File: config.mk
export PLATFORM = sky130hd
export DESIGN_NAME = access_decoder
export DESIGN_NICKNAME = d
export VERILOG_FILES = /design/src/hw/bubble_pkg.sv /design/src/hw/access_decoder.sv
export VERILOG_INCLUDE_DIRS = /design/src /design/src/hw
export SDC_FILE = /design/constraint.sdc
export NUM_CORES = 1
export LEC_CHECK = 0
export BUFFER_PORTS_ARGS = -buffer_cell sky130_fd_sc_hd__buf_2
export CAP_MARGIN = 20
export CORE_MARGIN = 3
export CORE_UTILIZATION = 55
export DETAILED_ROUTE_END_ITERATION = 6
export GPL_TIMING_DRIVEN = 0
export PLACE_DENSITY = 0.85
export SLEW_MARGIN = 10
export SYNTH_ARGS = -nofsm -noshare
export SYNTH_HDL_FRONTEND = slang
export SYNTH_SLANG_ARGS = --single-unit
File: constraint.sdc
create_clock -name MCLK -period 5.7 [get_ports MCLK]
set_input_delay 0 -clock MCLK [delete_from_list [all_inputs] [get_ports MCLK]]
set_output_delay 0 -clock MCLK [all_outputs]
set_load 0.005 [all_outputs]
File: src/hw/bubble_cfg.svh
`ifndef BUBBLE_CFG_SVH
`define BUBBLE_CFG_SVH

// bit counts per load phase
`define BOOT_BITS   2656
`define MAP_BITS    1168
`define PREFIX_BITS 6
`define PAGE_BITS   1030

// bubble output buffer start addresses
`define BOOT_BASE   4106
`define PAGE_BASE   14336

// page count of the emulated bubble
`define PAGE_MOD    2053

// flash page with bootloader and bad-loop map
`define BOOT_PAGE   12'h805

// serial flash read opcode
`define FLASH_READ  8'h03

`endif

File: src/hw/bubble_pkg.sv
package bubble_pkg;

    typedef logic [2:0]  img_t;         // flash image slot
    typedef logic [11:0] pos_t;         // absolute bubble position
    typedef logic [11:0] page_t;
    typedef logic [2:0]  acc_t;         // emulator access type
    typedef logic [14:0] buf_addr_t;    // bit address in output buffer
    typedef logic [11:0] map_addr_t;
    typedef logic [11:0] bit_cnt_t;

    // {2'b00, image, page, 7'b0}
    typedef logic [23:0] flash_addr_t;

    typedef enum logic [2:0]
    {
        IDLE,
        CMD,
        BOOT,
        MAP,
        PREFIX,
        PAGE,
        DONE
    } load_state_t;

endpackage

File: src/hw/access_decoder.sv
`include "bubble_cfg.svh"

module access_decoder
    import bubble_pkg::*;
(
    input  logic        MCLK,
    input  logic        rst,
    input  acc_t        acc_type,
    input  pos_t        abs_pos,
    input  img_t        img,
    input  logic        busy,
    output logic        go,
    output logic        is_page,
    output flash_addr_t flash_addr
);

    logic        acc_q;        // last level of access bit 1
    logic        rise;
    logic [12:0] pos_inc;
    page_t       page;
    page_t       sel_page;

    assign rise    = acc_type[1] && !acc_q && !busy;
    assign pos_inc = {1'b0, abs_pos} + 13'd1;   // position advances before the page is fetched

    // single subtraction is enough for positions below the modulus
    assign page = (pos_inc >= 13'(`PAGE_MOD)) ? page_t'(pos_inc - 13'(`PAGE_MOD))
                                              : page_t'(pos_inc);

    assign sel_page = acc_type[0] ? page : `BOOT_PAGE;

    always_ff @(posedge MCLK)
    begin
        if (rst)
        begin
            acc_q   <= 1'b0;
            go      <= 1'b0;
            is_page <= 1'b0;
        end
        else
        begin
            acc_q <= acc_type[1];
            go    <= rise;
            if (rise)
            begin
                is_page    <= acc_type[0];
                flash_addr <= {2'b00, img, sel_page, 7'd0};
            end
        end
    end

endmodule

After elaboration in Yosys (flattened, before gate mapping):

Cells that the tools add are included.

* add/subtract/negate cells: 2
* $lt $le $gt $ge: 1
* muxes and demuxes: 1
* bitwise operators: 1
* reduce and logical (&&, ||, !) cells: 5

Operators by type and width (count)
* $add A12 B1 Y13 const B: 1
* $ge A13 B12 Y1 const B: 1
* $mux W12: 1
* $sub A12 B12 Y12 const B: 1
* $logic_and A1 B1 Y1: 2
* $logic_not A1 Y1: 2
* $reduce_and A2 Y1: 1
* $not A1 Y1: 1

* flip-flop bits (word level): 18
* input bits: 21
* output and inout bits: 26
* word-level logic and storage cells: 15

Depth between registers and ports, before layout:

* word-level depth: 4
* gate-level depth with buffers: 10

Worst setup path after synthesis:

OpenSTA, ideal clock, no wires.

* path kind: input port to flip-flop
* start: input port abs_pos[0]
* end: register flash_addr[8], data pin
* arrival: 1.825 ns
* path slack: 3.728 ns
* cell stages on the path: 10
* path buffers: 2
* cell sequence: buf_4 -> inv_1 -> ha_1 -> nor2b_1 -> a221oi_1 -> o21ai_1 -> a31o_1 -> buf_6 -> a2111oi_4 -> o21bai_1

* cells in the longest elaborated chain, start to end: 3
* elaborated cells on any way between the ends: 4
* classes of those cells: add/sub: 2; order compare: 1; mux: 1

Ends and longest elaborated chain
* start: declaration: line access_decoder.sv:9 `input pos_t abs_pos,`
* $add A12 B1 Y13 *: line access_decoder.sv:24 `assign pos_inc = {1'b0, abs_pos} + 13'd1;`
* $sub A12 B12 Y12 or $ge A13 B12 Y1 (tied branches): line access_decoder.sv:27 `` assign page = (pos_inc >= 13'(`PAGE_MOD)) ? page_t'(pos_inc - 13'(`PAGE_MOD)) ``
* $mux W12 *: line access_decoder.sv:27
* end signal: assignment: line access_decoder.sv:47 `flash_addr <= {2'b00, img, sel_page, 7'd0};`
* end: declaration: line access_decoder.sv:14 `output flash_addr_t flash_addr`

Every way passes the cells marked *; elsewhere a longest branch is shown, timed or not.
A chain may end at the register's enable or synchronous reset.

Worst setup path in the final report:

Ends and elaborated chain as after synthesis.

==> flow_metrics.py <==
metrics = {
    "status": {
        "outcome": "complete, no violations",
    },
    "cells_and_area": {
        "drive_above_1_share_pct": 31.80,
        "fillers": 202,
        "nNetsFinal": 242,
        "area_growth_pct": 21.12,
        "fin_util_pct": 72.47,
        "antenna_cells": 0,
        "layoutNonFillerInstCount": 247,
    },
    "floorplan": {
        "ioPinCount": 47,
        "die_h_um": 58.62,
        "rows": 18,
        "start_util_pct": 59.83,
        "die_x_um": 58.62,
        "dieArea_um2": 3436,
        "core_area_um2": 2545,
    },
    "critical_path": {
        "worstPathArrival_ns": 2.23,
        "critPathLaunchType": "primary input",
        "critPathMaxFanout": 10,
        "cp.required_ns": 5.85,
        "end_kind": "flip-flop",
        "path_class": "in2reg",
    },
    "clock_network": {
        "root_buffer": "clkbuf_4",
        "cts_buffers": 3,
        "clock_latency_ns": 0.29,
        "htree_levels": 1,
        "cts_buffer_depth": 2,
        "clock-sinks": 18,
        "clk_pin_slew_ns": 0.10,
        "postCtsSetupRepairBufs": 0,
        "cts-hold-fix-buffers": 5,
        "cts_tree": "built",
        "post_cts_resized": 0,
    },
    "synth": {
        "ys_seq_area_share_pct": 33.53,
        "yosys-top-cells-area": "edfxtp_1 30%, buf_4 6.9%, mux2i_1 6.6%",
        "synth_top_area_cell": "edfxtp_1",
        "synthArstFlopShare_pct": 0,
        "syn_inst": 165,
        "ys_types": 50,
        "synth_edf_count": 15,
        "ys_ff_latch": 18,
        "ys_top_cells_by_count": "15 x edfxtp_1, 14 x buf_4, 14 x nand2_1, 11 x nor2_1, 10 x mux2i_1",
        "synth.avg_cell_area_um2": 9.229,
        "yosys_warnings": 0,
        "synth_most_common_cell": "edfxtp_1",
        "synth_top_area_share_pct": 29.58,
        "synth_ff_type": "edfxtp_1",
        "synth_area_um2": 1523,
    },
    "global_routing": {
        "grt_pass1_wl_um": 5761,
        "antenna_found_initial": 0,
        "track_usage_pct": 21.23,
        "grt_pass1_vias": 1297,
        "grt_max_degree": 16,
        "grt-ovfl-total": 0,
    },
    "sta": {
        "finalSetupTns_ns": 0,
        "setup_violations": 0,
        "hold_viol_final": 0,
        "fin_skew_ns": 0.001937,
        "rsz0062_at_grt": "false",
        "maxSlewHeadroom_pct": 51.60,
        "finalCritPeriodShare_pct": 36.59,
        "slew_viol_final": 0,
        "tightestPinTransition_ns": 0.7228,
        "fmax_mhz": 479.5,
        "fin_crit_ns": 2.086,
    },
    "routing": {
        "drt_iter0_markers": 34,
        "first_pass_iters": 5,
        "viasPerCell": 5.611,
        "wl_per_cell_um": 13.81,
        "wl_um": 3411,
        "vias": 1386,
        "final_antenna_net_count": 0,
        "drc": 0,
    },
    "pwr": {
        "vdd_drop_max_uv": 174.8,
        "p_seq_share_pct": 49.9,
        "leakagePower_nw": 0.8015,
        "p_comb_share_pct": 28.7,
        "intPower_w": 0.0002111,
        "p_switching_w": 0.00008551,
        "power_density_nw_per_um2": 160.8,
        "clkPwrFrac_pct": 21.4,
        "swShare_pct": 28.83,
    },
    "job": {
        "maxCapViolCount": 0,
    },
    "placement": {
        "routabilityCongestion": 0.8877,
        "placed_cells": 238,
        "place_hpwl_um": 2736,
        "portBuffers": 35,
    },
    "hold_path": {
        "min_path_type": "in2reg",
    },
}
## sequential cells by signal (all words and copies together) (netlist names)
| register | count |
|---|---|
| go | 1 |
| is_page | 1 |
| acc_q | 1 |
| flash_addr | 15 |
## stage by stage
stage | setup slack, ns | hold slack, ns | cell area, µm² | power, W
global placement | 3.418 | 0.1761 | 1765 | 0.0002278
floorplan | 3.728 | 0.07161 | 1553 | 0.0002081
finish | 3.614 | 0.01913 | 1844 | 0.0002966
global route | 3.417 | 0.02363 | 1844 | 0.0003127
CTS | 3.639 | 0.008921 | 1842 | 0.0002972
detailed placement | 3.334 | 0.1787 | 1765 | 0.0002322
## worst paths after layout
kind                   start        endpoint  slack, ns  cells after the start
setup reg to reg       acc_q  flash_addr[21]       3.99                      2
hold reg to reg      is_page         is_page       0.51                      2
hold / removal          busy              go       0.02                      3
setup / recovery  abs_pos[0]   flash_addr[8]       3.61                     11
## metal layers
layer | part of all wire, % | track usage [%] | vias up | routed length (µm)
met2 | 50 | 36.68 | 59 | 1706
met5 | 0 | 0 | - | 0
met4 | 2.3 | 11.00 | 0 | 77
met1 | 42 | 26.63 | 636 | 1419
li1 | - | - | 683 | -
met3 | 6.1 | 1.316 | 8 | 207
## critical path, cell delays in order
cell,delay [ns]
buf_2,0.10
buf_4,0.15
inv_1,0.11
ha_1,0.41
nor2b_1,0.09
a221oi_1,0.29
o21ai_1,0.19
a31o_1,0.26
buf_6,0.14
a2111oi_4,0.33
o21bai_1,0.15
## cells in the final DEF, fill, tap and decap left out, types with 2 or more instances in the layout
cell,instances
ha_1,3
o21a_1,2
nand4_1,5
xnor2_1,6
xor2_1,5
nor2b_1,3
and4_4,2
a31oi_1,2
nor2_1,11
o21bai_1,2
dfxtp_1,3
mux2i_1,10
edfxtp_1,15
clkbuf_4,3
buf_4,14
nand2b_1,2
dlygate4sd3_1,5
nand3b_1,3
and2_1,2
and3_1,4
nand2_1,14
inv_1,5
nand3_1,7
a21oi_1,8
nor3_1,2
a211oi_1,3
or2_2,4
buf_2,38
conb_1,9
## logic make-up (layout without fill, tap and decap cells)
kind of cell,Yosys count,count (layout),share of synthesized area [%]
buffers and inverters,25,69,10.43
DFF,18,18,33.53
other,1,9,0.2463
and+or+nand+nor,64,64,22.76
muxes,10,10,6.574
AOI/OAI and AO/OA,33,33,17.67
xor gates and xnor gates,11,11,6.327
adders and majority gates,3,3,2.465
## power groups by stage
stage,clock network (W),registers (W),logic [W]
2_1_floorplan,0,0.000151,0.0000568
3_3_place_gp,0,0.000151,0.0000771
3_5_place_dp,0,0.000151,0.0000811
4_1_cts,0.0000651,0.000148,0.0000841
5_1_grt,0.0000703,0.000148,0.0000942
6_report,0.0000635,0.000148,0.0000852
## cell type report
class / count / area [µm²] / area share [%]
plain buffers: 20 / 140.1 / 7.598
inverters: 5 / 18.77 / 1.018
flip-flops and latches: 18 / 510.5 / 27.68
clock buffers: 3 / 22.52 / 1.221
clock inverters: 1 / 3.754 / 0.2035
well taps: 30 / 37.54 / 2.035
multi-input cells: 130 / 885.9 / 48.03
repair buffers: 40 / 225.2 / 12.21
No activity file was read; power rests on OpenSTA's default activity.
