<file path="src/hw/bubble_cfg.svh">
`ifndef BUBBLE_CFG_SVH
`define BUBBLE_CFG_SVH

// bit counts per load phase
`define BOOT_BITS   2656
`define MAP_BITS    1168
`define PREFIX_BITS 6
`define PAGE_BITS   1030

// bubble output buffer start addresses
`define BOOT_BASE   4106
`define PAGE_BASE   14336

// page count of the emulated bubble
`define PAGE_MOD    2053

// flash page with bootloader and bad-loop map
`define BOOT_PAGE   12'h805

// serial flash read opcode
`define FLASH_READ  8'h03

`endif

</file>
<file path="src/hw/bubble_pkg.sv">
package bubble_pkg;

    typedef logic [2:0]  img_t;         // flash image slot
    typedef logic [11:0] pos_t;         // absolute bubble position
    typedef logic [11:0] page_t;
    typedef logic [2:0]  acc_t;         // emulator access type
    typedef logic [14:0] buf_addr_t;    // bit address in output buffer
    typedef logic [11:0] map_addr_t;
    typedef logic [11:0] bit_cnt_t;

    // {2'b00, image, page, 7'b0}
    typedef logic [23:0] flash_addr_t;

    typedef enum logic [2:0]
    {
        IDLE,
        CMD,
        BOOT,
        MAP,
        PREFIX,
        PAGE,
        DONE
    } load_state_t;

endpackage

</file>
<file path="src/hw/buffer_writer.sv">
module buffer_writer
    import bubble_pkg::*;
(
    input  logic      MCLK,
    input  logic      rst,
    input  logic      load_base,
    input  buf_addr_t base,
    input  logic      wr,
    input  logic      wbit,
    output logic      buf_we_n,
    output buf_addr_t buf_addr,
    output logic      buf_data
);

    always_ff @(posedge MCLK)
    begin
        if (rst)
        begin
            buf_we_n <= 1'b1;
            buf_addr <= '0;
        end
        else
        begin
            buf_we_n <= !wr;                // strobe one cycle after wr
            if (wr)
                buf_data <= wbit;
            if (load_base)
                buf_addr <= base;
            else if (!buf_we_n)
                buf_addr <= buf_addr + buf_addr_t'(1);   // step once strobe ends
        end
    end

endmodule

</file>
<file path="config.mk">
export PLATFORM = sky130hd
export DESIGN_NAME = buffer_writer
export DESIGN_NICKNAME = d
export VERILOG_FILES = /design/src/hw/bubble_cfg.svh /design/src/hw/bubble_pkg.sv /design/src/hw/buffer_writer.sv
export SDC_FILE = /design/constraint.sdc
export NUM_CORES = 1
export LEC_CHECK = 0
export ABC_AREA = 1
export BUFFER_PORTS_ARGS = -buffer_cell sky130_fd_sc_hd__buf_2
export CAP_MARGIN = 40
export CORE_AREA = 2 2 58 60
export DETAILED_ROUTE_END_ITERATION = 8
export DIE_AREA = 0 0 60 62
export GPL_TIMING_DRIVEN = 0
export PLACE_DENSITY = 0.58
export SLEW_MARGIN = 20
export SYNTH_ARGS = -nofsm -noshare
export SYNTH_HDL_FRONTEND = slang
export SYNTH_SLANG_ARGS = --single-unit
</file>
<file path="constraint.sdc">
create_clock -name MCLK -period 1.6 [get_ports MCLK]
set_input_delay 0.16 -clock MCLK [delete_from_list [all_inputs] [get_ports MCLK]]
set_output_delay 0.16 -clock MCLK [all_outputs]
set_load 0.01 [all_outputs]
</file>
# [Word-level counts from Yosys, hierarchy flattened]
# Index checks and enable logic that the tools add are counted.
[totals] regBits=17 in_bits=20 out_inout_bits=17 wordCells=10
[classes] addsub=1 eq_ne=1 n_mux=2 n_bitwise=1 reduce_logical=2
[ops] cell="2-to-1 mux 15 bit" count=2
[ops] cell="adder 15 x 1 -> 15 bit, second input constant" count=1
[ops] cell="!= test 2 bit, second input constant" count=1
[ops] cell="AND reduction 2 bit" count=1
[ops] cell="zero test 1 bit" count=1
[ops] cell="NOT 1 bit" count=1

# [Logic depth before layout (Yosys ltp)]
# Gate-level depths: netlist (run 1).
[depth] word_depth=3 depth_mapped=7 ltp_nobuf=7

# [Least setup slack after synthesis (run 1)]
# OpenSTA, ideal clock, no wires.
[synth_timing] path_type="flip-flop to flip-flop" startpoint="reg buf_addr[0]" endpoint="reg buf_addr[6]" setup_time_ps=70 t_arrival_ps=1223 t_required_ps=1530 slack_ps=307 path_stages_with_launch=7 path_buffers=0 period_less_slack_ps=1293 path_cell_list="dfxtp_1 -> ha_1 -> nand3_2 -> nor2_4 -> nand2_2 -> xor2_1 -> a21oi_1"
[synth_between] elab_chain_cells=3
[synth_rtl] item="start: declaration" line_no="buffer_writer.sv:11" text="output buf_addr_t buf_addr,"
[synth_rtl] item="start signal: assignment" line_no="buffer_writer.sv:28" text="buf_addr <= base;"
[synth_rtl] item="start signal: assignment" line_no="buffer_writer.sv:30" text="buf_addr <= buf_addr + buf_addr_t'(1);"
[synth_rtl] item="adder 15 x 1 -> 15 bit" line_no="buffer_writer.sv:30"
[synth_rtl] item="2-to-1 mux 15 bit" line_no="buffer_writer.sv:29" text="else if (!buf_we_n)"
[synth_rtl] item="2-to-1 mux 15 bit" line_no="buffer_writer.sv:27" text="if (load_base)"
# Every way passes these cells. The select of a mux whose other input is x is not followed.
# A chain may end at the register's enable or synchronous reset.

# [Final worst setup path (run 1)]
[layout_timing] startpoint="reg buf_addr[0]" endpoint="reg buf_addr[14]"
# The elaborated chain is that of the path after synthesis.

==> flow_summary.yaml, run 1 <==
setup_path:
  crit_type: "flop to flop"
  critPathArrivalTime_ns: 1.67
  r2r-end: "buf_addr[14]"
  cp-start-kind: "flop"
  crit_required_ns: 1.83
  worst-path-max-fanout: 9
  end_kind: "flop"
  r2r_start: "buf_addr[0]"
  ff2ff_setup_slack_ns: 0.16
  worstRegToRegCells: 7
layout:
  nNetsFinal: 224
  area_growth_pct: 25.8
  final_area_um2: 1290
  drive_gt1_frac: 0.252
  multi_input_area_um2: 566
  regArea_um2: 350
  nFillCells: 375
  antennaDiodeCount: 0
power_and_ir_drop:
  combinationalPowerShare: 0.177
  switchingPower_mw: 0.278
  p_total_mw: 0.893
  leakagePower_nw: 0.615
  pwr-share-seq: 0.546
  swShare: 0.311
  power_density_nw_per_um2: 691
  ir_drop_uv: 349
  p_int_mw: 0.615
  clkPwrFrac: 0.277
clock_network:
  cts_sinks: 17
  cts_tree: "built"
  post_cts_resized: 0
  root_buffer: "clkbuf_4"
  numCtsBuffers: 3
  post_cts_buffers: 0
  clock_path_buffers: 2
  clk_latency_ns: 0.30
  path_clk_slew_ns: 0.12
  htree_levels: 1
  cts.hold.buffers_added: 0
timing:
  period_needed_ns: 1.44
  setup_viol: 0
  fmax_mhz: 695
  rsz0062_at_grt: "no"
  worstMarginPinSlew_ns: 0.531
  setup_tns_ns: 0
  layout_setup_ws_ns: 0.162
  hold_viol: 0
  drv_slew: 0
  maxSlewHeadroom: 0.646
  skew_ns: 0.00621
  finalCritPeriodShare: 0.899
placement:
  post-place-ws_ns: 0.222
  gp_congestion: 0.782
  dp_hpwl_mm: 1.99
  dpl_cell_area_um2: 1260
  io_buffers: 36
grt:
  grt-ovfl-total: 0
  antenna_found_initial: 0
  grt_pass1_vias: 1015
  grt_max_degree: 11
  grt_pass1_wl_mm: 4.48
  grt_usage: 0.160
min_path:
  min-delay-start: "wr"
  holdPathEnd: "buf_we_n"
  hold_depth: 2
  hold_path_class: "input pin to flop"
yosys:
  synth_top_area_share: 0.312
  synth_top_cell_by_area: "dfxtp_1"
  yosysSeqAreaShare: 0.341
  synthCells: 162
  synth_warnings: 0
  synth_area_leaders: "dfxtp_1, nand2_1, nand3_1"
  synthDistinctLibCells: 23
  syn-num-nets: 183
  ys_seq_elements: 17
  syn_area_um2: 1030
  syn_avg_cell_area_um2: 6.34
status:
  status: "finished clean"
job:
  max-cap-violations: 0
floorplanning:
  dieWidth_um: 60
  num_rows: 21
  io_pins: 37
  start_util: 0.323
  dieArea_um2: 3720
  core_region_area_um2: 3180
  fp.dieH_um: 62
detailed_routing:
  ant_nets: 0
  vias: 1126
  dr.first_iter.drc_count: 27
  wl_per_cell_um: 10.7
  firstDrtPassIters: 4
  drt_wl_total_mm: 2.65
  route.detailed.drc: 0
  via_per_inst: 4.54
==> registers in the layout, indices dropped and copies added, names as in the netlist <==
register  flops
buf_we_n      1
buf_data      1
buf_addr     15
==> cells by family after synthesis <==
group           count (synthesis)  synth area share
simple gates                   83             0.361
fa+ha+maj                       1            0.0122
flops                          17             0.341
compound gates                 28             0.144
xor+xnor                        4            0.0341
buf+inv                        29             0.108
==> cells in the mapped netlist <==
library cell and count:
nand2_1 47, inv_1 18, dfxtp_1 16, nand3_1 16
a21oi_1 12, o21ai_0 12, nor2_1 10, clkinv_1 4
inv_2 4, nand4_1 4, a31oi_1 2, clkbuf_1 2
nand2_2 2, nor2_4 2, xnor2_1 2, xor2_1 2
edfxtp_1 1, ha_1 1, inv_4 1, nand3_2 1
nor2_2 1, o211ai_1 1, o21bai_1 1
==> critical path, cell delays in order, from the launching register on <==
cell and delay (ns):
dfxtp_1 0.44, ha_1 0.22, nand3_2 0.13, nor2_4 0.23, nand3_1 0.11, nand2_1 0.07
nand3_1 0.06, a21oi_1 0.12
==> per-layer routing <==
layer | GRT usage | wire length, um | vias up
li1 | - | - | 601
met4 | 0.0571 | 19 | 0
met3 | 0.0207 | 139 | 2
met2 | 0.280 | 1260 | 31
met5 | 0 | 0 | -
met1 | 0.203 | 1230 | 492
==> worst max-delay path by stage <==
| stage | end | cells past startpoint | slack [ns] | start |
|---|---|---|---|---|
| after floorplan | buf_addr[6] | 6 | 0.31 | buf_addr[0] |
| after global placement | buf_addr[12] | 6 | 0.21 | buf_addr[0] |
| after detailed placement | buf_addr[14] | 7 | 0.22 | buf_addr[0] |
| after CTS | buf_addr[14] | 7 | 0.17 | buf_addr[0] |
| after global routing | buf_addr[14] | 7 | 0.03 | buf_addr[0] |
| final | buf_addr[14] | 7 | 0.16 | buf_addr[0] |
==> power groups by stage <==
stage,Clock [mW],Combinational (mW),Sequential [mW]
6_report,0.247,0.158,0.487
5_1_grt,0.261,0.186,0.492
3_3_place_gp,0,0.160,0.498
2_1_floorplan,0,0.0799,0.503
3_5_place_dp,0,0.161,0.498
4_1_cts,0.257,0.162,0.488
==> final cells by class <==
cell class                 instances  area share
buffer                             2     0.00581
clock buffer                       3      0.0174
clock inverter                     1     0.00387
inverter                          27      0.0803
multi-input combinational        116       0.438
sequential                        17       0.271
tap                               46      0.0445
timing repair buffer              36       0.139
==> cells in the final DEF, fill, tap and decap left out <==
master / n
nor2_2: 1
a31oi_1: 2
clkbuf_4: 3
o21ai_0: 12
nand2_1: 47
inv_4: 1
edfxtp_1: 1
inv_1: 18
nor2_1: 10
xnor2_1: 2
a21oi_1: 12
nand3_2: 1
nand2_2: 2
clkinv_1: 4
clkbuf_1: 2
clkinv_2: 1
nand3_1: 16
dfxtp_1: 16
nor2_4: 2
xor2_1: 2
nand4_1: 4
o211ai_1: 1
buf_2: 36
ha_1: 1
o21bai_1: 1
inv_2: 4
==> through the flow <==
stage / std cells / hold slack, ns / utilization
global route: 248 / 0.0274 / 0.407
floorplan: 162 / 0.248 / -
finish: 248 / 0.0318 / 0.407
CTS: 248 / 0.0265 / 0.407
detailed placement: 244 / 0.343 / 0.398
global placement: 244 / 0.338 / 0.398
Note: power is estimated with default switching activity, not from simulation.
==> inputs of run 2 (changes only) <==
ABC_AREA = not set   (was 1)
CORE_AREA = 2 2 56 58   (was 2 2 58 60)
DIE_AREA = 0 0 58 60   (was 0 0 60 62)
PLACE_DENSITY = 0.59   (was 0.58)
==> run 2 against run 1 <==
Critical endpoint is now buf_addr[12]. Combinational power up 9%. Clock-buffer cell count up 1. Highest routed layer unchanged. Register-to-register slack worse by 0.08 ns. Largest cell class unchanged. Clock skew about the same. Non-clock buffer count up 8.
==> flow_summary.yaml, run 2 <==
status:
  status: "finished clean"
grt:
  grt-ovfl-total: 0
  grt_max_degree: 11
  grt_pass1_wl_mm: 3.67
  antenna_found_initial: 0
  grt_pass1_vias: 882
  grt_usage: 0.139
yosys:
  ys_seq_elements: 17
  synthFlopType: "dfxtp_1"
  synth_top_family_by_area: "simple AND/OR/NAND/NOR gates"
  synth-simple-area-share: 0.304
  synth_xor_area_frac: 0.0275
  yosysMostFrequentCell: "dfxtp_1"
  synth_compound_area_frac: 0.233
  syn_avg_cell_area_um2: 8.84
  synth-edff-count: 1
  synth_mux_area_frac: 0.0118
  yosys-top-cells-count: "dfxtp_1, nor2_1, nand2_1, clkbuf_1"
  synth_adder_area_share: 0.0131
  async_reset_ff_frac: 0
  synth_area_leaders: "dfxtp_1, nor2_1, o41a_1"
  synth_warnings: 0
  synthCells: 108
  syn_area_um2: 955
  yosysSeqAreaShare: 0.367
  syn-num-nets: 129
  synthDistinctLibCells: 30
  synth_top_area_share: 0.336
  synth_top_cell_by_area: "dfxtp_1"
layout:
  drive_gt1_frac: 0.401
  multi_input_area_um2: 574
  final_cell_mix: "buf_2, nor2_1, nand2_1, dfxtp_2, dfxtp_1"
  final_area_um2: 1270
  nNetsFinal: 174
  regArea_um2: 368
  area_growth_pct: 33.4
  mostFrequentLayoutCell: "buf_2"
  reg_top3: "buf_addr (15), buf_data (1), buf_we_n (1)"
  largest_reg_flops: 15
  antennaDiodeCount: 0
  nFillCells: 300
  largest-register: "buf_addr"
detailed_routing:
  ant_nets: 0
  route.detailed.drc: 0
  firstDrtPassIters: 5
  via_per_inst: 5.57
  vias: 1031
  drt_wl_total_mm: 2.51
  dr.first_iter.drc_count: 21
  wl_per_cell_um: 13.5
timing:
  setup_viol: 0
  skew_ns: 0.00579
  layout_setup_ws_ns: 0.0819
  maxSlewHeadroom: 0.636
  rsz0062_at_grt: "no"
  fmax_mhz: 659
  hold_viol: 0
  period_needed_ns: 1.52
  finalCritPeriodShare: 0.949
  drv_slew: 0
  worstMarginPinSlew_ns: 0.547
setup_path:
  worst-path-max-fanout: 10
  worstRegToRegCells: 5
  r2r_start: "buf_addr[1]"
  crit_family: "compound AO/OA/AOI/OAI gates"
  critPathLaunch: "buf_addr[1]"
  end_kind: "flop"
  path_cells: "ha_1, nand2b_1, buf_8, o41a_1, a2111oi_2"
  critPathArrivalTime_ns: 1.71
  cp.depth: 5
  crit_required_ns: 1.79
  cpPeakStageDelay_ns: 0.38
  cp-start-kind: "flop"
  cp_slowest_cell: "dfxtp_4"
  crit_type: "flop to flop"
  crit_buf_inv: 1
min_path:
  min-delay-start: "wbit"
  hold_path_class: "input pin to flop"
  hold_depth: 1
floorplanning:
  core_region_area_um2: 2900
  dieWidth_um: 58
  fp.dieH_um: 60
  num_rows: 20
  start_util: 0.329
  dieArea_um2: 3480
  io_pins: 37
clock_network:
  cts_sinks: 17
  path_clk_slew_ns: 0.09
  htree_levels: 1
  cts.hold.buffers_added: 0
  numCtsBuffers: 3
  root_buffer: "clkbuf_4"
  clk_latency_ns: 0.29
  clock_path_buffers: 2
  cts_tree: "built"
placement:
  post-place-ws_ns: -0.114
  dp_hpwl_mm: 1.81
  io_buffers: 36
  gp_congestion: 0.774
  dpl_cell_area_um2: 1180
power_and_ir_drop:
  leakagePower_nw: 0.529
  ir_drop_uv: 450
  power_density_nw_per_um2: 709
job:
  max-cap-violations: 0
[run 2: changes by cell type after synthesis, sizes merged, moves of 5 or more]
cell    change
a21oi       -9
a311oi      +5
nand2      -41
inv        -18
nand3      -14
o21ai      -10
nor4        +5
[run 2: layer usage]
metal,part of all wire,track usage
met5,0,0
met2,0.52,0.258
met3,0.051,0.0238
met4,0.011,0.0598
met1,0.41,0.155
[run 2: repair_timing]
action	in CTS	in global routing
buffers inserted	0	4
setup endpoints to repair	4	6
resized for setup	6	13
[run 2: kinds of logic (layout without fill, tap and decap cells)]
family / after synthesis / after routing
AO/OA/AOI/OAI: 27 / 27
multiplexers: 1 / 1
adder cells (fa/ha/maj): 1 / 1
flip-flops: 17 / 17
AND/OR/NAND/NOR: 48 / 48
buffers and inverters: 11 / 55
XOR/XNOR: 3 / 3
[run 2: per-stage QoR]
| step | cells | total power [mW] | hold slack [ns] | util | TNS [ns] |
|---|---|---|---|---|---|
| global route | 185 | 0.949 | 0.0332 | 0.439 | 0 |
| floorplan | 108 | 0.592 | 0.237 | - | 0 |
| finish | 185 | 0.904 | 0.0434 | 0.439 | 0 |
| detailed placement | 177 | 0.668 | 0.341 | 0.406 | -0.227 |
| global placement | 177 | 0.663 | 0.338 | 0.406 | -0.120 |
| CTS | 181 | 0.892 | 0.0417 | 0.420 | 0 |
[run 2: area by class of cell]
cell class | instances | area share
inverter | 5 | 0.0147
multi-input combinational | 80 | 0.451
timing repair buffer | 40 | 0.165
clock buffer | 4 | 0.0206
sequential | 17 | 0.289
tap | 33 | 0.0324
buffer | 6 | 0.0275
[run 2: power by group]
part | switching, mW | internal, mW
Clock | 0.134 | 0.0969
Combinational | 0.0849 | 0.0870
Sequential | 0.0422 | 0.459
Total | 0.261 | 0.643
[run 2: worst paths after layout]
kind,slack [ns],endpoint
setup reg to reg,0.08,buf_addr[12]
hold / removal,0.04,buf_data
hold reg to reg,0.54,buf_addr[9]
setup / recovery,0.08,buf_addr[12]
[run 2: worst register-to-register path, cell delays in order, from the launching register on]
cell	delay, ns
dfxtp_4	0.38
ha_1	0.15
nand2b_1	0.13
buf_8	0.17
o41a_1	0.32
a2111oi_2	0.27
