[src/hw/bubble_cfg.svh]
`ifndef BUBBLE_CFG_SVH
`define BUBBLE_CFG_SVH

// bit counts per load phase
`define BOOT_BITS   2656
`define MAP_BITS    1168
`define PREFIX_BITS 6
`define PAGE_BITS   1030

// bubble output buffer start addresses
`define BOOT_BASE   4106
`define PAGE_BASE   14336

// page count of the emulated bubble
`define PAGE_MOD    2053

// flash page with bootloader and bad-loop map
`define BOOT_PAGE   12'h805

// serial flash read opcode
`define FLASH_READ  8'h03

`endif

[src/hw/bubble_pkg.sv]
package bubble_pkg;

    typedef logic [2:0]  img_t;         // flash image slot
    typedef logic [11:0] pos_t;         // absolute bubble position
    typedef logic [11:0] page_t;
    typedef logic [2:0]  acc_t;         // emulator access type
    typedef logic [14:0] buf_addr_t;    // bit address in output buffer
    typedef logic [11:0] map_addr_t;
    typedef logic [11:0] bit_cnt_t;

    // {2'b00, image, page, 7'b0}
    typedef logic [23:0] flash_addr_t;

    typedef enum logic [2:0]
    {
        IDLE,
        CMD,
        BOOT,
        MAP,
        PREFIX,
        PAGE,
        DONE
    } load_state_t;

endpackage

[src/hw/spi_bit_if.sv]
interface spi_bit_if
    import bubble_pkg::*;
();

    logic        start;        // begin read command
    flash_addr_t flash_addr;
    logic        bit_req;
    logic        bit_valid;
    logic        rx_bit;
    logic        stop;         // release chip select
    logic        ready;        // command word sent

    modport seq
    (
        output start, flash_addr, bit_req, stop,
        input  bit_valid, rx_bit, ready
    );

    modport phy
    (
        input  start, flash_addr, bit_req, stop,
        output bit_valid, rx_bit, ready
    );

endinterface

[src/hw/spi_flash_reader.sv]
`include "bubble_cfg.svh"

module spi_flash_reader
(
    input  logic   MCLK,
    input  logic   rst,
    spi_bit_if.phy bus,
    output logic   n_cs,
    output logic   sclk,
    output logic   mosi,
    input  logic   miso
);

    logic [32:0] shreg;        // idle bit, opcode, address
    logic [5:0]  cyc;          // half periods of the command word
    logic        cmd_act;
    logic        req_d1;
    logic        req_d2;

    assign mosi = shreg[32];

    always_ff @(posedge MCLK)
    begin
        if (rst)
        begin
            n_cs          <= 1'b1;
            sclk          <= 1'b1;
            shreg         <= '0;
            cyc           <= '0;
            cmd_act       <= 1'b0;
            req_d1        <= 1'b0;
            req_d2        <= 1'b0;
            bus.ready     <= 1'b0;
            bus.bit_valid <= 1'b0;
        end
        else
        begin
            req_d1        <= bus.bit_req;
            req_d2        <= req_d1;
            bus.bit_valid <= req_d2;
            if (req_d2)
                bus.rx_bit <= miso;     // clock is high here, data is stable

            if (bus.start)
            begin
                n_cs      <= 1'b0;
                shreg     <= {1'b0, `FLASH_READ, bus.flash_addr};
                cyc       <= '0;
                cmd_act   <= 1'b1;
                bus.ready <= 1'b0;
            end
            else if (bus.stop)
            begin
                n_cs      <= 1'b1;
                sclk      <= 1'b1;
                cmd_act   <= 1'b0;
                bus.ready <= 1'b0;
            end
            else if (cmd_act)
            begin
                cyc <= cyc + 6'd1;
                if (!cyc[0])
                begin
                    sclk  <= 1'b0;              // falling edge, next bit out
                    shreg <= {shreg[31:0], 1'b0};
                end
                else
                begin
                    sclk <= 1'b1;
                    if (&cyc)
                    begin
                        cmd_act   <= 1'b0;      // last address bit
                        bus.ready <= 1'b1;
                    end
                end
            end
            else if (bus.bit_req)
                sclk <= 1'b0;
            else if (req_d1)
                sclk <= 1'b1;
        end
    end

endmodule

[src/flat_wrapper.sv]
// flat-port wrapper written by rule: the top's interface ports become plain ports
module spi_flash_reader_flat 
  (MCLK, rst, n_cs, sclk, mosi, miso, bus_start, bus_flash_addr, bus_bit_req, bus_stop, bus_bit_valid, bus_rx_bit, bus_ready);
  spi_bit_if bus_i ();
  input  logic MCLK;
  input  logic rst;
  output logic n_cs;
  output logic sclk;
  output logic mosi;
  input  logic miso;
  input wire logic [$bits(bus_i.start)-1:0] bus_start;
  input wire logic [$bits(bus_i.flash_addr)-1:0] bus_flash_addr;
  input wire logic [$bits(bus_i.bit_req)-1:0] bus_bit_req;
  input wire logic [$bits(bus_i.stop)-1:0] bus_stop;
  output wire logic [$bits(bus_i.bit_valid)-1:0] bus_bit_valid;
  output wire logic [$bits(bus_i.rx_bit)-1:0] bus_rx_bit;
  output wire logic [$bits(bus_i.ready)-1:0] bus_ready;
  assign bus_i.start = bus_start;
  assign bus_i.flash_addr = bus_flash_addr;
  assign bus_i.bit_req = bus_bit_req;
  assign bus_i.stop = bus_stop;
  assign bus_bit_valid = bus_i.bit_valid;
  assign bus_rx_bit = bus_i.rx_bit;
  assign bus_ready = bus_i.ready;
  spi_flash_reader u_core (.MCLK(MCLK), .rst(rst), .bus(bus_i), .n_cs(n_cs), .sclk(sclk), .mosi(mosi), .miso(miso));
endmodule
[config.mk]
export PLATFORM = sky130hd
export DESIGN_NAME = spi_flash_reader_flat
export DESIGN_NICKNAME = d
export VERILOG_FILES = /design/src/hw/bubble_pkg.sv /design/src/hw/spi_bit_if.sv /design/src/hw/spi_flash_reader.sv /design/src/flat_wrapper.sv
export VERILOG_INCLUDE_DIRS = /design/src /design/src/hw
export SDC_FILE = /design/constraint.sdc
export NUM_CORES = 1
export LEC_CHECK = 0
export BUFFER_PORTS_ARGS = -buffer_cell sky130_fd_sc_hd__buf_2
export CORE_MARGIN = 3
export CORE_UTILIZATION = 50
export CTS_BUF_LIST = sky130_fd_sc_hd__clkbuf_16
export CTS_CLUSTER_DIAMETER = 50
export DETAILED_ROUTE_END_ITERATION = 8
export PLACE_DENSITY = 0.75
export SYNTH_ARGS = -nofsm -noshare
export SYNTH_HDL_FRONTEND = slang
export SYNTH_SLANG_ARGS = --single-unit
[constraint.sdc]
create_clock -name MCLK -period 1.4 [get_ports MCLK]
set_input_delay 0.07 -clock MCLK [delete_from_list [all_inputs] [get_ports MCLK]]
set_output_delay 0.07 -clock MCLK [all_outputs]
set_load 0.005 [all_outputs]
---- Word level (Yosys, flattened, before mapping) ----
Cells that the tools add are included.
W data, S select, Z words.
storage, ports and cells
  flip-flop bits (word level) ............. 47
  output and inout port bits .............. 6
  bits of input ports ..................... 30
operators by class
  mux-type cells .......................... 16
  reductions and logical operators ........ 12
  add/subtract/negate cells ............... 1
  equality and inequality tests ........... 2
  bitwise gates (word level) .............. 4
operators with widths
  operator               count
  $mux W26               4
  $mux W1                12
  $reduce_and A7 Y1      1
  $add A6 B1 Y6 const B  1
  $reduce_and A2 Y1      3
  $reduce_and A3 Y1      2
  $reduce_and A6 Y1      1
  $ne A2 B2 Y1 const B   2
  $not A1 Y1             4
  $reduce_bool A2 Y1     2
  $reduce_bool A4 Y1     1
  $reduce_or A3 Y1       1
  $reduce_or A2 Y1       1

---- Longest topological paths before layout ----
Gate-level depths: netlist of the first run.
  depth in word-level cells ............... 6
  mapped depth ............................ 6
  depth with buffers taken out ............ 4

---- Worst setup path before layout of the first run ----
OpenSTA, ideal clock, no wires.
  kind .................................... reg-to-reg
  start ................................... register u_core.cmd_act
  end ..................................... register u_core.shreg[15]
  data arrival time ....................... 1275 ps
  setup time .............................. 155 ps
  stages on the path, launching flop included .. 7
  setup slack ............................. -30 ps
  path through ............................ dfxtp_1 > buf_4 > or3b_1 > buf_2 > buf_2 > nor3_1 > a2111oi_2
between the ends
  word-level cells in the longest chain between the ends .. 2
RTL lines
  element                       line                    RTL
  start, declared               spi_flash_reader.sv:16  logic cmd_act;
  start signal, assigned        spi_flash_reader.sv:30  cmd_act <= 1'b0;
  start signal, assigned        spi_flash_reader.sv:49  cmd_act <= 1'b1;
  start signal, assigned        spi_flash_reader.sv:56  cmd_act <= 1'b0;
  $reduce_bool A2 Y1 (no line)  --
  $reduce_and A3 Y1 (no line)   --
  end signal, assigned          spi_flash_reader.sv:47  shreg <= {1'b0, `FLASH_READ, bus.flash_addr};
  end signal, assigned          spi_flash_reader.sv:65  shreg <= {shreg[31:0], 1'b0};
  end, declared                 spi_flash_reader.sv:14  logic [32:0] shreg;
No other way between the ends.
A chain may end at the register's enable or synchronous reset.

---- Worst setup path in the final report of the first run ----
  start ................................... register u_core.cyc[0]
  end ..................................... register u_core.shreg[23]
between the ends
  word-level cells in the longest chain between the ends .. 2
RTL lines
  element                      line                    RTL
  start, declared              spi_flash_reader.sv:15  logic [5:0] cyc;
  start signal, assigned       spi_flash_reader.sv:61  cyc <= cyc + 6'd1;
  $ne A2 B2 Y1 (no line)       --
  $reduce_and A3 Y1 (no line)  --
No other way between the ends.

==> results of run 1 <==
==> per-stage QoR <==
stage / area [um2] / setup TNS [ns]
6_report: 2620 / 0
5_1_grt: 2620 / -0.631
4_1_cts: 2490 / -0.0373
3_5_place_dp: 2340 / -0.0252
3_3_place_gp: 2340 / 0
2_1_floorplan: 2100 / -0.288
==> logic make-up after synthesis <==
| kind of cell | share of synthesized area (%) |
|---|---|
| AND/OR/NAND/NOR | 22.1 |
| AO/OA/AOI/OAI | 22.1 |
| flip-flops | 45.2 |
| buffers and inverters | 9.16 |
| XOR/XNOR | 0.416 |
| multiplexers | 0.476 |
| adder cells (fa/ha/maj) | 0.595 |
==> worst register-to-register path, cell delays in order (launching register included) <==
cell and delay, ns:
dfxtp_2 0.32, buf_6 0.12, nor3b_4 0.29, buf_6 0.20, nor3_4 0.04, a2111oi_1 0.29
==> registers in the layout (all words and copies together) (netlist names) <==
name	cells
u_core.bus.bit_valid	1
u_core.bus.ready	1
u_core.bus.rx_bit	1
u_core.cmd_act	1
u_core.cyc	6
u_core.n_cs	1
u_core.req_d1	1
u_core.req_d2	1
u_core.sclk	1
u_core.shreg	33
==> report_power, final <==
group | internal [mW] | total [mW] | switching (mW)
sequential | 1.41 | 1.46 | 0.0426
clock | 0.641 | 1.10 | 0.456
combinational | 0.174 | 0.375 | 0.201
total | 2.23 | 2.93 | 0.699
==> layout make-up <==
type	count	area, um2
fillers	326	1240
multi-input cells	143	1040
flip-flops and latches	47	952
repair buffers	53	340
clock buffers	5	125
inverters	23	86.3
well taps	48	60.1
clock inverters	2	8.76
==> metal layers <==
layer  part of all wire, %  vias to the layer above
li1                      -                      911
met2                    49                       34
met5                     0                        -
met3                   4.4                        8
met1                    45                      803
met4                   1.7                        0
==> Yosys cell counts (2+ instances only) <==
library cell   n
o21bai_1       2
a2111oi_2     20
a31oi_1        2
nor3_1        44
a21oi_1       14
nand3_1        3
inv_1         23
buf_4          2
nor2b_1        4
a2111oi_0      2
nor2_1         9
buf_2          7
clkbuf_1      11
dfxtp_1       46
o21ai_0        3
or3_1          3
nand2_1       22
==> worst paths after layout <==
kind / cells past startpoint / startpoint / end / slack, ns
hold / removal: 2 / rst / u_core.shreg[5]$_SDFFE_PP0P_ / 0.009
setup / recovery: 5 / u_core.cyc[0]$_SDFFE_PP0P_ / u_core.shreg[23]$_SDFFE_PP0P_ / 0.01
setup reg to reg: 5 / u_core.cyc[0]$_SDFFE_PP0P_ / u_core.shreg[23]$_SDFFE_PP0P_ / 0.01
hold reg to reg: 2 / u_core.shreg[28]$_SDFFE_PP0P_ / u_core.shreg[29]$_SDFFE_PP0P_ / 0.45
==> what timing repair did <==
action                                  in CTS  in global routing
pin swaps                                    0                 13
resized for setup                            1                 23
setup buffers                                0                  2
hold endpoints to repair                     1                  0
gates cloned                                 0                  2
endpoints found under the setup margin       3                 25
hold buffers                                 1                  0
==> impl_metrics.env, run 1 <==
export IMPL_mostFrequentLayoutCells="dfxtp_1, buf_2, nor3_1"
export IMPL_clock_path_buffers=2
export IMPL_grt_overflow_total=0
export IMPL_synth_edf_count=1
export IMPL_whs_ns=0.00881
export IMPL_postSynthCellCount=235
export IMPL_dp_cells=309
export IMPL_dp_hpwl_um=2800
export IMPL_fp_dieH_um=70.9
export IMPL_hp_class="in2reg"
export IMPL_syn_area_per_cell_um2=8.95
export IMPL_crit_required_ns=1.57
export IMPL_seq_area_frac_synth_pct=45.2
export IMPL_utilization_pct=67.9
export IMPL_first_pass_iters=4
export IMPL_mostFrequentLayoutCell="dfxtp_1"
export IMPL_post_route_period_util_pct=99.0
export IMPL_core_area_mm2=0.00385
export IMPL_finalHoldViolCount=0
export IMPL_routed_wl_um=4230
export IMPL_grt_most_used_layer="met2"
export IMPL_cts_buffers=5
export IMPL_arrival_ns=1.56
export IMPL_syn_area_mm2=0.00210
export IMPL_skew_ns=0.00564
export IMPL_max_stage_delay_ns=0.32
export IMPL_async_reset_ff_share_pct=0
export IMPL_antenna_found_initial=0
export IMPL_htree_levels=2
export IMPL_grt_max_degree=27
export IMPL_use_met3_pct=4.12
export IMPL_yosysUniqueCellTypes=35
export IMPL_start_util_pct=54.6
export IMPL_drive_gt1_share_pct=33.7
export IMPL_crit_buf_inv=2
export IMPL_max_vdd_ir_drop_uv=600
export IMPL_crit_type="reg2reg"
export IMPL_rsz0062_at_grt="true"
export IMPL_route_vias_total=1756
export IMPL_crit_path_start_kind="flop"
export IMPL_num_rows=22
export IMPL_slowest_stage="dfxtp_2"
export IMPL_synth_seq_cells=47
export IMPL_cpLargestDelayFamily="simple AND/OR/NAND/NOR gates"
export IMPL_finalSetupViolations=0
export IMPL_cts_tree="built"
export IMPL_dieArea_mm2=0.00502
export IMPL_ys_flop_type="dfxtp_1"
export IMPL_p_total_mw=2.93
export IMPL_drt_initial_drc_count=96
export IMPL_grt_pass1_wl_um=6870
export IMPL_io_pins=36
export IMPL_cp_max_fo=7
export IMPL_tightest_slew_ns=0.333
export IMPL_root_buffer="clkbuf_16"
export IMPL_die_w_um=70.9
export IMPL_viasPerCell=5.47
export IMPL_yosys_area_top_type="dfxtp_1"
export IMPL_use_met1_pct=19.5
export IMPL_path_cells="buf_6 -> nor3b_4 -> buf_6 -> nor3_4 -> a2111oi_1"
export IMPL_synth_nets=266
export IMPL_place_congestion=0.709
export IMPL_antenna_cells=0
export IMPL_yosys_area_top_type_share_pct=43.8
export IMPL_slew_viol_final=0
export IMPL_portBuffers=35
export IMPL_num_nets_final=304
export IMPL_global_route_usage_total_pct=17.0
export IMPL_drc=0
export IMPL_clock_sinks=47
export IMPL_final_cells=321
export IMPL_path_clk_slew_ns=0.06
export IMPL_worstSetupEndpointType="flop"
export IMPL_fin_crit_ns=1.39
export IMPL_leakage_nw=1.03
export IMPL_maxCapViolCount=0
export IMPL_ys_warn_count=0
export IMPL_max_freq_mhz=721
export IMPL_grt_use_met2_pct=29.9
export IMPL_pwr_density_cell_mw_per_mm2=1120
export IMPL_synth_area_top_cells="dfxtp_1, a2111oi_2, nor3_1"
export IMPL_slew_headroom_pct=77.8
export IMPL_preCtsSetupSlack_ns=-0.0252
export IMPL_wl_per_cell_um=13.2
export IMPL_area_delta_synth_final_pct=24.3
export IMPL_clk_latency_ns=0.29
export IMPL_worst_slack_ns=0.0138
export IMPL_run_status="finished, final reports clean"
export IMPL_cpMostUsedCell="buf_6"
export IMPL_first_global_vias=1639
export IMPL_ant_nets=0
No activity file was read; power rests on OpenSTA's default activity.
==> inputs of run 2 (changes only) <==
- ABC_AREA: default -> 1
- CORE_ASPECT_RATIO: default -> 2
==> run 2 against run 1 <==
  * Wire length up 0.99%
  * Die area up 4.7%
  * Final cell count up 22%
  * Design area down 3.5%
  * Register-to-register slack better by 0.096 ns
  * Sequential share of layout area up 1.3 points
  * Sequential power about the same
  * Clock-buffer cell count unchanged
  * Global-route usage up 0.88 points
  * Non-clock buffer count down 11
  * Maximum frequency up 7.5%
  * Power up 4.0%
  * Largest cell class unchanged
==> impl_metrics.env, run 2 <==
export IMPL_run_status="finished, final reports clean"
export IMPL_cp_num_cells=5
export IMPL_worstSetupEndpointType="flop"
export IMPL_largest_registers="u_core.shreg (33), u_core.cyc (6)"
export IMPL_slew_viol_final=0
export IMPL_clockPowerShare_pct=42.5
export IMPL_global_route_usage_total_pct=17.9
export IMPL_ys_flop_type="dfxtp_1"
export IMPL_crit_buf_inv=1
export IMPL_place_congestion=0.796
export IMPL_preCtsSetupSlack_ns=0.129
export IMPL_ant_nets=0
export IMPL_leakage_nw=1.11
export IMPL_maxCapViolCount=0
export IMPL_drc=0
export IMPL_skew_ns=0.00628
export IMPL_grt_pass1_wl_um=7230
export IMPL_yosys_area_top_type_share_pct=42.1
export IMPL_syn_area_mm2=0.00219
export IMPL_synth_edf_count=1
export IMPL_crit_required_ns=1.60
export IMPL_dieArea_mm2=0.00526
export IMPL_cts_tree="built"
export IMPL_synthTopCellsByCount="nand2_1, dfxtp_1, nand3_1"
export IMPL_largest_register_ffs=33
export IMPL_first_pass_iters=4
export IMPL_yosys_area_top_type="dfxtp_1"
export IMPL_dp_hpwl_um=2990
export IMPL_crit_path_start_kind="flop"
export IMPL_p_total_mw=3.05
export IMPL_core_area_mm2=0.00417
export IMPL_postPlaceCellArea_mm2=0.00235
export IMPL_num_rows=33
export IMPL_portBuffers=35
export IMPL_io_pins=36
export IMPL_htree_levels=2
export IMPL_grt_max_degree=52
export IMPL_slew_headroom_pct=73.3
export IMPL_mostFrequentLayoutCell="nand2_1"
export IMPL_post_cts_buffers=0
export IMPL_slowest_stage="dfxtp_1"
export IMPL_root_buffer="clkbuf_16"
export IMPL_worstHoldPathCells=3
export IMPL_antenna_cells=0
export IMPL_clock_path_buffers=2
export IMPL_yosysUniqueCellTypes=22
export IMPL_cp_max_fo=23
export IMPL_synth_nets=339
export IMPL_tightest_slew_ns=0.401
export IMPL_whs_ns=0.0242
export IMPL_cts_resized=0
export IMPL_hp_class="in2reg"
export IMPL_utilization_pct=60.5
export IMPL_crit_type="reg2reg"
export IMPL_path_cells="nor2_2 -> nand2_4 -> buf_4 -> nand3_1 -> a21oi_1"
export IMPL_antenna_found_initial=0
export IMPL_path_clk_slew_ns=0.06
export IMPL_cts_buffers=5
export IMPL_mostFrequentLayoutCells="nand2_1, dfxtp_1, buf_2"
export IMPL_reg2regPathDepth=5
export IMPL_pwr_density_cell_mw_per_mm2=1210
export IMPL_cpLargestDelayFamily="flip-flops"
export IMPL_dp_cells=383
export IMPL_final_cells=392
export IMPL_synth_area_top_cells="dfxtp_1, nand2_1, nand3_1"
export IMPL_p_sw_mw=0.690
export IMPL_max_freq_mhz=775
export IMPL_fp_dieH_um=99.6
export IMPL_max_stage_delay_ns=0.40
export IMPL_syn_area_per_cell_um2=7.11
export IMPL_p_seq_share_pct=47.0
export IMPL_internal_power_mw=2.36
export IMPL_ys_warn_count=0
export IMPL_synth_seq_cells=47
export IMPL_post_route_period_util_pct=92.1
export IMPL_rsz0062_at_grt="false"
export IMPL_seq_area_frac_synth_pct=43.4
export IMPL_synth_most_common_cell="nand2_1"
export IMPL_drt_initial_drc_count=38
export IMPL_sw_frac_of_total_pct=22.7
export IMPL_viasPerCell=4.95
export IMPL_drive_gt1_share_pct=21.5
export IMPL_largest_register="u_core.shreg"
export IMPL_num_nets_final=370
export IMPL_postSynthCellCount=308
export IMPL_clk_latency_ns=0.28
export IMPL_grt_overflow_total=0
export IMPL_finalSetupViolations=0
export IMPL_routed_wl_um=4270
export IMPL_max_vdd_ir_drop_uv=1270
export IMPL_setup_tns_ns=0
export IMPL_first_global_vias=1781
export IMPL_clock_sinks=47
export IMPL_die_w_um=52.8
export IMPL_final_cell_area_mm2=0.00252
export IMPL_worst_slack_ns=0.110
export IMPL_combPwrFrac_pct=10.5
export IMPL_arrival_ns=1.49
export IMPL_finalHoldViolCount=0
export IMPL_route_vias_total=1939
export IMPL_wl_per_cell_um=10.9
export IMPL_area_delta_synth_final_pct=15.3
export IMPL_async_reset_ff_share_pct=0
export IMPL_start_util_pct=52.5
export IMPL_fin_crit_ns=1.29
-- run 2: cells by family after synthesis --
family,count (synthesis),synth area share (%)
adder cells (fa/ha/maj),1,0.571
flip-flops,47,43.4
buffers and inverters,34,8.63
AND/OR/NAND/NOR,185,36.2
AO/OA/AOI/OAI,41,11.2
-- run 2: routing by layer --
metal | global-route usage (%) | wire [um] | vias up
li1 | - | - | 1038
met1 | 19.8 | 1830 | 856
met2 | 32.1 | 2230 | 37
met3 | 3.60 | 146 | 8
met4 | 6.50 | 69 | 0
met5 | 0 | 0 | -
-- run 2: final timing paths --
kind                                   start                               to  slack, ns
setup / recovery  u_core.cyc[0]$_SDFFE_PP0P_    u_core.shreg[24]$_SDFFE_PP0P_       0.11
hold / removal                   bus_bit_req         u_core.req_d1$_SDFF_PP0_       0.02
setup reg to reg  u_core.cyc[0]$_SDFFE_PP0P_    u_core.shreg[24]$_SDFFE_PP0P_       0.11
hold reg to reg     u_core.req_d2$_SDFF_PP0_  u_core.bus.bit_valid$_SDFF_PP0_       0.44
-- run 2: what timing repair did --
item | 4_1_cts | 5_1_grt
endpoints found under the hold margin | 1 | 0
endpoints found under the setup margin | 0 | 0
hold buffers | 1 | 0
-- run 2: layout make-up --
| type | count | area [um2] |
|---|---|---|
| inverter | 16 | 65.1 |
| timing repair buffer | 42 | 230 |
| fill | 400 | 1650 |
| multi-input combinational | 227 | 1050 |
| tap | 52 | 65.1 |
| clock buffer | 5 | 125 |
| sequential | 47 | 951 |
| clock inverter | 3 | 37.5 |
-- run 2: power groups by stage --
stage	clock (mW)	combinational (mW)	sequential (mW)
after floorplan	0	0.251	1.45
after global placement	0	0.316	1.46
after detailed placement	0	0.320	1.46
after CTS	1.32	0.324	1.43
after global routing	1.37	0.367	1.44
final	1.29	0.320	1.43
-- run 2: worst register-to-register path: cells and delay by family, from the launching register on --
family          cells  cell delay (ns)
compound gates      1             0.17
buf+inv             1             0.26
flops               1             0.40
simple gates        3             0.39
